$ cat config.mk
export PLATFORM = sky130hd
export DESIGN_NAME = mecobo_core
export DESIGN_NICKNAME = d
export VERILOG_FILES = /design/src/mecobo_pkg.sv /design/src/cmd_bus_if.sv /design/src/cmd_scheduler.sv /design/src/host_port.sv /design/src/mecobo_core.sv /design/src/pin_controller.sv /design/src/sample_collector.sv /design/src/sync_fifo.sv
export VERILOG_INCLUDE_DIRS = /design/src
export SDC_FILE = /design/constraint.sdc
export NUM_CORES = 2
export LEC_CHECK = 0
export ABC_AREA = 1
export BUFFER_PORTS_ARGS = -buffer_cell sky130_fd_sc_hd__clkbuf_2
export CAP_MARGIN = 20
export CELL_PAD_IN_SITES_DETAIL_PLACEMENT = 0
export CELL_PAD_IN_SITES_GLOBAL_PLACEMENT = 1
export CORE_MARGIN = 3
export CORE_UTILIZATION = 50
export CTS_CLUSTER_SIZE = 10
export DETAILED_ROUTE_END_ITERATION = 7
export PLACE_DENSITY_LB_ADDON = 0.05
export RECOVER_POWER = 100
export SETUP_SLACK_MARGIN = 0.5
export SLEW_MARGIN = 20
export SYNTH_ARGS = -nofsm -noshare
export SYNTH_HDL_FRONTEND = slang
export SYNTH_SLANG_ARGS = --single-unit
$ cat constraint.sdc
create_clock -name sys_clk -period 9.8 [get_ports sys_clk]
set_clock_uncertainty 0.1 [all_clocks]
set_input_delay 1.96 -clock sys_clk [delete_from_list [all_inputs] [get_ports sys_clk]]
set_output_delay 1.96 -clock sys_clk [all_outputs]
set_load 0.01 [all_outputs]
$ cat src/mecobo_consts.svh
// mecobo shared constants
`ifndef MECOBO_CONSTS_SVH
`define MECOBO_CONSTS_SVH

// pin count, also the width of the level vector
`define N_PINS 4

// fifo sizes in entries
`define CMD_FIFO_DEPTH 8
`define SAMPLE_FIFO_DEPTH 16

// host word addresses, low 3 bits of the bus address
`define HADDR_TIME_LO 3'd0
`define HADDR_TIME_HI 3'd1
`define HADDR_CMD_ADDR 3'd2
`define HADDR_DATA_LO 3'd3
// data hi write completes and pushes the command
`define HADDR_DATA_HI 3'd4
`define HADDR_SAMPLE 3'd5
`define HADDR_STATUS 3'd6
`define HADDR_TIME_RESTART 3'd7

// command bus map, each pin owns a block of 16
`define REG_MODE 4'd0
`define REG_HALF_PERIOD 4'd1
`define COLLECT_MASK 16'd240
`define COLLECT_DIVIDER 16'd241

// status word bit positions
`define STAT_CMD_FULL 0
`define STAT_SAMPLE_EMPTY 1
`define STAT_OVERFLOW 2

`endif

$ cat src/mecobo_pkg.sv
// mecobo shared types
`default_nettype none
`include "mecobo_consts.svh"

package mecobo_pkg;

  // pin output behaviour
  typedef enum logic [1:0] {
    MODE_LOW = 2'd0,
    MODE_HIGH = 2'd1,
    MODE_SQUARE = 2'd2
  } pin_mode_e;

  // one timed command as stored in the command fifo
  typedef struct packed {
    logic [31:0] start_time;
    logic [15:0] addr;
    logic [31:0] data;
  } cmd_t;

  // stamp is the low bits of the time counter
  typedef struct packed {
    logic [11:0] stamp;
    logic [`N_PINS-1:0] levels;
  } sample_t;

endpackage

`default_nettype wire

$ cat src/cmd_bus_if.sv
// released command bus
`timescale 1ns/10ps
`default_nettype none

interface cmd_bus_if;

  // single cycle strobe, addr and data valid with it
  logic en;
  logic [15:0] addr;
  logic [31:0] data;
  // free running time, valid every cycle
  logic [31:0] current_time;

  // scheduler side
  modport source (
    output en,
    output addr,
    output data,
    output current_time
  );

  // pin controllers and collector, each decodes its own addresses
  modport sink (
    input en,
    input addr,
    input data,
    input current_time
  );

endinterface

`default_nettype wire

$ cat src/cmd_scheduler.sv
// timed command release
`timescale 1ns/10ps
`default_nettype none

module cmd_scheduler (
  input wire sys_clk,
  input wire global_clock_reset,
  input wire time_restart,
  input wire mecobo_pkg::cmd_t head,
  input wire empty,
  output logic pop,
  cmd_bus_if.source bus
);

  logic [31:0] time_cnt;
  logic due;

  // free running time base
  always_ff @(posedge sys_clk) begin
    if (global_clock_reset) begin
      time_cnt <= '0;
    end else if (time_restart) begin
      time_cnt <= '0;
    end else begin
      time_cnt <= time_cnt + 32'd1;
    end
  end

  assign bus.current_time = time_cnt;

  // head is due once its time has come or passed
  assign due = ~empty && (head.start_time <= time_cnt);

  // pop now, head advances for the next compare
  assign pop = due;

  // strobe follows the pop by one cycle
  always_ff @(posedge sys_clk) begin
    if (global_clock_reset) begin
      bus.en <= 1'b0;
    end else begin
      bus.en <= due;
    end
  end

  // command payload captured with the pop
  always_ff @(posedge sys_clk) begin
    if (due) begin
      bus.addr <= head.addr;
      bus.data <= head.data;
    end
  end

endmodule

`default_nettype wire

$ cat src/host_port.sv
// host bus decoder
`timescale 1ns/10ps
`default_nettype none
`include "mecobo_consts.svh"

module host_port (
  input wire sys_clk,
  input wire global_clock_reset,
  input wire [2:0] host_addr,
  input wire [15:0] host_data_in,
  input wire host_cs,
  input wire host_rd,
  input wire host_wr,
  output logic [15:0] host_data_out,
  output logic cmd_push,
  output mecobo_pkg::cmd_t cmd_word,
  input wire cmd_full,
  output logic sample_pop,
  input wire mecobo_pkg::sample_t sample_head,
  input wire sample_empty,
  input wire sample_overflow,
  output logic time_restart
);

  logic wr_en;
  logic rd_en;
  // staging for the first four command words
  logic [15:0] time_lo;
  logic [15:0] time_hi;
  logic [15:0] cmd_addr;
  logic [15:0] data_lo;
  logic [15:0] status_word;

  assign wr_en = host_cs & host_wr;
  assign rd_en = host_cs & host_rd;

  always_ff @(posedge sys_clk) begin
    if (wr_en) begin
      case (host_addr)
        `HADDR_TIME_LO: time_lo <= host_data_in;
        `HADDR_TIME_HI: time_hi <= host_data_in;
        `HADDR_CMD_ADDR: cmd_addr <= host_data_in;
        `HADDR_DATA_LO: data_lo <= host_data_in;
        default: ;
      endcase
    end
  end

  // data hi goes straight into the word, fifo takes it at this edge
  assign cmd_push = wr_en && (host_addr == `HADDR_DATA_HI);
  assign cmd_word = '{
    start_time: {time_hi, time_lo},
    addr: cmd_addr,
    data: {host_data_in, data_lo}
  };

  assign time_restart = wr_en && (host_addr == `HADDR_TIME_RESTART);

  // pop together with the read, fifo ignores it when empty
  assign sample_pop = rd_en && (host_addr == `HADDR_SAMPLE);

  always_comb begin
    status_word = '0;
    status_word[`STAT_CMD_FULL] = cmd_full;
    status_word[`STAT_SAMPLE_EMPTY] = sample_empty;
    status_word[`STAT_OVERFLOW] = sample_overflow;
  end

  // read data held until the next read
  always_ff @(posedge sys_clk) begin
    if (global_clock_reset) begin
      host_data_out <= '0;
    end else if (rd_en) begin
      case (host_addr)
        `HADDR_TIME_LO: host_data_out <= time_lo;
        `HADDR_TIME_HI: host_data_out <= time_hi;
        `HADDR_CMD_ADDR: host_data_out <= cmd_addr;
        `HADDR_DATA_LO: host_data_out <= data_lo;
        // empty fifo reads back as zero
        `HADDR_SAMPLE: host_data_out <= sample_empty ? '0 : 16'(sample_head);
        `HADDR_STATUS: host_data_out <= status_word;
        default: host_data_out <= '0;
      endcase
    end
  end

endmodule

`default_nettype wire

$ cat src/mecobo_core.sv
// mecobo pin engine top
`timescale 1ns/10ps
`default_nettype none
`include "mecobo_consts.svh"

module mecobo_core (
  input wire sys_clk,
  input wire global_clock_reset,
  input wire [18:0] host_addr,
  input wire [15:0] host_data_in,
  output wire [15:0] host_data_out,
  input wire host_cs,
  input wire host_rd,
  input wire host_wr,
  output wire host_irq,
  output wire [`N_PINS-1:0] pins
);

  import mecobo_pkg::*;

  // host to command fifo
  cmd_t cmd_word;
  logic cmd_push;
  logic cmd_full;
  // command fifo to scheduler
  cmd_t cmd_head;
  logic cmd_pop;
  logic cmd_empty;
  // collector to sample fifo to host
  sample_t sample_word;
  sample_t sample_head;
  logic sample_push;
  logic sample_pop;
  logic sample_empty;
  logic sample_full;
  logic sample_overflow;
  logic time_restart;

  // irq while samples wait
  assign host_irq = ~sample_empty;

  host_port u_host_port (
    .sys_clk(sys_clk),
    .global_clock_reset(global_clock_reset),
    .host_addr(host_addr[2:0]),
    .host_data_in(host_data_in),
    .host_cs(host_cs),
    .host_rd(host_rd),
    .host_wr(host_wr),
    .host_data_out(host_data_out),
    .cmd_push(cmd_push),
    .cmd_word(cmd_word),
    .cmd_full(cmd_full),
    .sample_pop(sample_pop),
    .sample_head(sample_head),
    .sample_empty(sample_empty),
    .sample_overflow(sample_overflow),
    .time_restart(time_restart)
  );

  sync_fifo #(
    .payload_t(cmd_t),
    .DEPTH(`CMD_FIFO_DEPTH)
  ) u_cmd_fifo (
    .sys_clk(sys_clk),
    .global_clock_reset(global_clock_reset),
    .push(cmd_push),
    .wdata(cmd_word),
    .pop(cmd_pop),
    .head(cmd_head),
    .empty(cmd_empty),
    .full(cmd_full)
  );

  cmd_bus_if cmd_bus ();

  cmd_scheduler u_scheduler (
    .sys_clk(sys_clk),
    .global_clock_reset(global_clock_reset),
    .time_restart(time_restart),
    .head(cmd_head),
    .empty(cmd_empty),
    .pop(cmd_pop),
    .bus(cmd_bus)
  );

  // one controller per pin
  for (genvar i = 0; i < `N_PINS; i++) begin : g_pin
    pin_controller #(
      .POSITION(i)
    ) u_pin (
      .sys_clk(sys_clk),
      .global_clock_reset(global_clock_reset),
      .bus(cmd_bus),
      .pin(pins[i])
    );
  end

  sample_collector u_collector (
    .sys_clk(sys_clk),
    .global_clock_reset(global_clock_reset),
    .bus(cmd_bus),
    .pin_levels(pins),
    .sample_full(sample_full),
    .sample_push(sample_push),
    .sample_word(sample_word),
    .overflow(sample_overflow)
  );

  sync_fifo #(
    .payload_t(sample_t),
    .DEPTH(`SAMPLE_FIFO_DEPTH)
  ) u_sample_fifo (
    .sys_clk(sys_clk),
    .global_clock_reset(global_clock_reset),
    .push(sample_push),
    .wdata(sample_word),
    .pop(sample_pop),
    .head(sample_head),
    .empty(sample_empty),
    .full(sample_full)
  );

endmodule

`default_nettype wire

$ cat src/pin_controller.sv
// per-pin wave controller
`timescale 1ns/10ps
`default_nettype none
`include "mecobo_consts.svh"

module pin_controller #(
  parameter int POSITION = 0
) (
  input wire sys_clk,
  input wire global_clock_reset,
  cmd_bus_if.sink bus,
  output logic pin
);

  import mecobo_pkg::*;

  // this pin's block on the command bus
  localparam logic [15:0] MODE_ADDR = {12'(POSITION), `REG_MODE};
  localparam logic [15:0] HALF_ADDR = {12'(POSITION), `REG_HALF_PERIOD};

  pin_mode_e mode;
  logic [31:0] half_period;
  logic [31:0] tick;
  logic mode_wr;
  logic half_wr;

  assign mode_wr = bus.en && (bus.addr == MODE_ADDR);
  assign half_wr = bus.en && (bus.addr == HALF_ADDR);

  always_ff @(posedge sys_clk) begin
    if (global_clock_reset) begin
      half_period <= 32'd1;
    end else if (half_wr) begin
      half_period <= bus.data;
    end
  end

  always_ff @(posedge sys_clk) begin
    if (global_clock_reset) begin
      mode <= MODE_LOW;
      pin <= 1'b0;
      tick <= '0;
    end else if (mode_wr) begin
      // new level shows the cycle after the strobe
      mode <= pin_mode_e'(bus.data[1:0]);
      pin <= (bus.data[1:0] == MODE_HIGH);
      // square restarts low with a fresh count
      tick <= '0;
    end else begin
      case (mode)
        MODE_HIGH: pin <= 1'b1;
        MODE_SQUARE: begin
          // toggle every half_period cycles
          if (tick + 32'd1 >= half_period) begin
            pin <= ~pin;
            tick <= '0;
          end else begin
            tick <= tick + 32'd1;
          end
        end
        default: pin <= 1'b0;
      endcase
    end
  end

endmodule

`default_nettype wire

$ cat src/sample_collector.sv
// timed pin sampler
`timescale 1ns/10ps
`default_nettype none
`include "mecobo_consts.svh"

module sample_collector (
  input wire sys_clk,
  input wire global_clock_reset,
  cmd_bus_if.sink bus,
  input wire [`N_PINS-1:0] pin_levels,
  input wire sample_full,
  output logic sample_push,
  output mecobo_pkg::sample_t sample_word,
  output logic overflow
);

  logic [`N_PINS-1:0] mask;
  logic [15:0] divider;
  logic [15:0] div_cnt;
  logic div_wr;
  logic active;
  logic fire;
  logic pending;

  assign div_wr = bus.en && (bus.addr == `COLLECT_DIVIDER);

  // collector registers
  always_ff @(posedge sys_clk) begin
    if (global_clock_reset) begin
      mask <= '0;
      divider <= '0;
    end else if (bus.en) begin
      if (bus.addr == `COLLECT_MASK) begin
        mask <= bus.data[`N_PINS-1:0];
      end
      if (div_wr) begin
        divider <= bus.data[15:0];
      end
    end
  end

  // idle unless both mask and divider set
  assign active = (mask != '0) && (divider != '0);
  assign fire = active && (div_cnt + 16'd1 >= divider);

  always_ff @(posedge sys_clk) begin
    if (global_clock_reset) begin
      div_cnt <= '0;
      pending <= 1'b0;
      overflow <= 1'b0;
    end else begin
      // divider write restarts the rate count
      if (div_wr || !active || fire) begin
        div_cnt <= '0;
      end else begin
        div_cnt <= div_cnt + 16'd1;
      end
      pending <= fire;
      // sticky until reset
      if (pending && sample_full) begin
        overflow <= 1'b1;
      end
    end
  end

  // sample formed on fire, pushed the next cycle
  always_ff @(posedge sys_clk) begin
    if (fire) begin
      sample_word.stamp <= bus.current_time[11:0];
      sample_word.levels <= pin_levels & mask;
    end
  end

  // full fifo drops the sample
  assign sample_push = pending & ~sample_full;

endmodule

`default_nettype wire

$ cat src/sync_fifo.sv
// show-ahead synchronous fifo
`timescale 1ns/10ps
`default_nettype none

module sync_fifo #(
  parameter type payload_t = logic [15:0],
  parameter int DEPTH = 8
) (
  input wire sys_clk,
  input wire global_clock_reset,
  input wire push,
  input wire payload_t wdata,
  input wire pop,
  output payload_t head,
  output logic empty,
  output logic full
);

  localparam int PTR_W = (DEPTH > 1) ? $clog2(DEPTH) : 1;

  payload_t mem [DEPTH];
  logic [PTR_W-1:0] rd_ptr;
  logic [PTR_W-1:0] wr_ptr;
  logic [PTR_W:0] count;
  logic do_push;
  logic do_pop;

  // drop push when full, drop pop when empty
  assign do_push = push & ~full;
  assign do_pop = pop & ~empty;

  assign empty = (count == '0);
  assign full = (count == (PTR_W + 1)'(DEPTH));

  // oldest entry always on the output
  assign head = mem[rd_ptr];

  // storage
  always_ff @(posedge sys_clk) begin
    if (do_push) begin
      mem[wr_ptr] <= wdata;
    end
  end

  // pointers and fill level
  always_ff @(posedge sys_clk) begin
    if (global_clock_reset) begin
      rd_ptr <= '0;
      wr_ptr <= '0;
      count <= '0;
    end else begin
      if (do_push) begin
        wr_ptr <= (wr_ptr == PTR_W'(DEPTH - 1)) ? '0 : wr_ptr + 1'b1;
      end
      if (do_pop) begin
        rd_ptr <= (rd_ptr == PTR_W'(DEPTH - 1)) ? '0 : rd_ptr + 1'b1;
      end
      // simultaneous push and pop leaves count alone
      case ({do_push, do_pop})
        2'b10: count <= count + 1'b1;
        2'b01: count <= count - 1'b1;
        default: count <= count;
      endcase
    end
  end

endmodule

`default_nettype wire

==> flow_metrics.py <==
metrics = {
    "sta": {
        "hold_viol_final": 0,
        "timing.slew.headroom_pct": -188,
        "fin_ws_ns": 2.26,
        "fmax_mhz": 133,
        "setup_viol": 0,
        "tightest_slew_ns": 4.32,
        "whs_ns": 0.360,
        "period_needed_ns": 7.54,
        "fin_tns_setup_ns": 0,
        "rsz0062_at_grt": "false",
        "finalCritPeriodShare_pct": 77.0,
        "drv_slew": 1083,
    },
    "cells_and_area": {
        "final_area_um2": 68000,
        "layoutNonFillerInstCount": 7868,
        "area_growth_pct": 10.2,
        "fillCellCount": 10700,
        "fin_util_pct": 55.6,
        "finalNetCount": 6384,
        "drive_above_1_share_pct": 5.02,
    },
    "route": {
        "drtIter0Drc": 3443,
        "drc": 0,
        "routed_wl_mm": 162,
        "firstDrtPassIters": 5,
        "drtAntennaViolNets": 0,
        "vias": 42700,
        "viasPerCell": 5.43,
        "wl_per_cell_um": 20.6,
    },
    "outcome": {
        "status": "finished with violations",
        "violations": "capacitance limit, slew limit",
    },
    "floorplan": {
        "initial_core_util_pct": 50.5,
        "die_y_um": 357,
        "dieWidth_um": 357,
        "die_area_um2": 128000,
        "rows": 128,
        "core_region_area_um2": 122000,
        "io_pins": 61,
    },
    "critical_path": {
        "path_class": "in2reg",
        "r2r_setup_slack_ns": 2.68,
        "crit_fanout": 65,
        "reg2reg_depth": 15,
        "cpPeakStageDelay_ns": 1.82,
        "worst_r2r_endpoint": "u_scheduler.bus.data[25]",
        "worst-endpoint-arrival_ns": 8.13,
        "required_ns": 10.38,
        "crit_slowest_cell": "clkbuf_1",
        "cp-end-kind": "flop",
        "cp-start-kind": "input port",
        "path_cells": "clkbuf_1 > clkinvlp_2 > clkbuf_1 > clkbuf_1 > nand2_1 > clkbuf_1 > nor2_1",
        "path_common_cell": "clkbuf_1",
    },
    "yosys": {
        "synth.area.top_cells": "edfxtp_1, dfxtp_1, nor2_1, o21ai_0, nand2_1",
        "syn_inst": 6123,
        "synth_top_area_share_pct": 49.9,
        "yosysUniqueCellTypes": 57,
        "ys_seq_area_share_pct": 62.3,
        "synth_edf_count": 1024,
        "ys.flop_type": "edfxtp_1",
        "yosys_warnings": 0,
        "syn_nets": 6371,
        "ys_ff_latch": 1409,
        "avgSynthCellArea_um2": 10.1,
        "synth_common_cells": "nor2_1, edfxtp_1, nand2_1, o21ai_0, inv_1",
        "synth_top_cell_by_area": "edfxtp_1",
        "async_flop_share_pct": 0,
        "syn_area_um2": 61700,
        "synth_most_common_cell": "nor2_1",
    },
    "clock_network": {
        "clkSinkCount": 1409,
        "post_cts_buffers": 0,
        "hold_buffers": 0,
        "cts_tree": "done",
        "cts-htree-levels": 4,
        "cts_resized": 0,
        "root_buffer": "clkbuf_16",
        "clk_pin_slew_worst_paths_ns": 0.06,
        "cts_buffer_depth": 3,
        "cts_buffers": 165,
        "clk_latency_ns": 0.77,
    },
    "pwr": {
        "peakVddDrop_v": 0.000206,
        "total_power_mw": 14.2,
        "leakage_nw": 24.6,
        "power.density_nw_per_um2": 209,
    },
    "placement": {
        "io_buffers": 44,
        "dpl_cell_area_um2": 63500,
        "numPlacedInstances": 7593,
        "place_ws_ns": 3.84,
        "gp_congestion": 0.847,
        "dp_hpwl_mm": 97.3,
    },
    "grt": {
        "grt_pass1_wl_mm": 245,
        "globalRouteTotalUtil_pct": 25.4,
        "first_global_vias": 40100,
        "grt_start_max_net_pins": 155,
        "antenna_found_initial": 24,
        "grt_overflow": 0,
    },
    "worst_hold_path": {
        "min_path_cells": 2,
        "hold_path_class": "reg2reg",
        "min-delay-start": "g_pin[3].u_pin.half_period[20]",
        "hold_path_end": "g_pin[3].u_pin.half_period[20]",
    },
    "flow_run": {
        "cap_violations": 28,
    },
}
-- placed cells by master (no fill, tap or decap), types with 60 or more instances in the layout --
cell / n
a21oi_1: 357
a31oi_1: 83
clkbuf_1: 167
clkbuf_16: 170
dfxtp_1: 382
edfxtp_1: 1024
ha_1: 206
inv_1: 548
nand2_1: 703
nand3_1: 124
nand4_1: 60
nor2_1: 1167
nor3_1: 73
o21ai_0: 667
o22ai_1: 136
xor2_1: 96
-- how the worst max path moves through the flow --
stage	from	to	slack, ns
global route	global_clock_reset	g_pin[3].u_pin.tick[6]	1.73
finish	global_clock_reset	g_pin[3].u_pin.tick[6]	2.26
global placement	flop	u_cmd_fifo.count[3]	3.81
floorplan	host_cs	u_cmd_fifo.mem[7][0]	1.08
CTS	flop	u_cmd_fifo.count[3]	3.81
detailed placement	flop	u_cmd_fifo.count[3]	3.84
-- state kept, by name, summed over array words and instances, names as in the netlist, 4 cells and up, named ones only --
| signal | count |
|---|---|
| u_cmd_fifo.mem | 640 |
| u_sample_fifo.mem | 256 |
| g_pin.u_pin.half_period | 128 |
| g_pin.u_pin.tick | 128 |
| u_scheduler.bus.current_time | 32 |
| u_scheduler.bus.data | 32 |
| u_collector.div_cnt | 16 |
| u_collector.divider | 16 |
| u_collector.sample_word | 16 |
| u_host_port.cmd_addr | 16 |
| u_host_port.data_lo | 16 |
| u_host_port.host_data_out | 16 |
| u_host_port.time_hi | 16 |
| u_host_port.time_lo | 16 |
| u_scheduler.bus.addr | 16 |
| g_pin.u_pin.mode | 8 |
| u_sample_fifo.count | 5 |
| g_pin.u_pin.pin | 4 |
| u_cmd_fifo.count | 4 |
| u_collector.mask | 4 |
| u_sample_fifo.rd_ptr | 4 |
| u_sample_fifo.wr_ptr | 4 |
-- area by class of cell --
| class | instances | area (um2) | share of cell area (%) |
|---|---|---|---|
| antenna | 3 | 7.51 | 0.0110 |
| tap | 1625 | 2030 | 2.99 |
| timing repair buffer | 123 | 592 | 0.870 |
| sequential | 1409 | 38500 | 56.6 |
| clock buffer | 255 | 4640 | 6.83 |
| clock inverter | 16 | 160 | 0.236 |
| multi-input combinational | 3870 | 20000 | 29.3 |
| inverter | 567 | 2150 | 3.16 |
-- report_power, final --
group / internal, mW / leakage, nW / switching [mW] / total (mW)
clock: 3.23 / 2.32 / 2.32 / 5.55
combinational: 0.588 / 9.76 / 1.28 / 1.87
sequential: 6.50 / 12.6 / 0.259 / 6.76
total: 10.3 / 24.6 / 3.86 / 14.2
-- logic make-up (layout without fill, tap and decap cells) --
logic type	Yosys count	count (layout)	synth area share, %
and+or+nand+nor	2238	2238	15.0
other	0	3	0
DFF	1409	1409	62.3
buffers and inverters	844	961	5.36
adders and majority gates	208	208	4.24
xor gates and xnor gates	112	112	1.59
AOI/OAI and AO/OA	1312	1312	11.4
-- critical path: cells and delay by family --
family	cells	cell delay, ns
AND/OR/NAND/NOR	2	0.41
buffers and inverters	5	5.63
-- layer usage --
metal,track usage [%],wire length [um],share of wire [%]
met1,36.4,73600,45
met2,40.6,74700,46
met3,4.00,10500,6.5
met4,6.56,3220,2.0
met5,0,21,0.013
(Power assumes the default switching activity.)
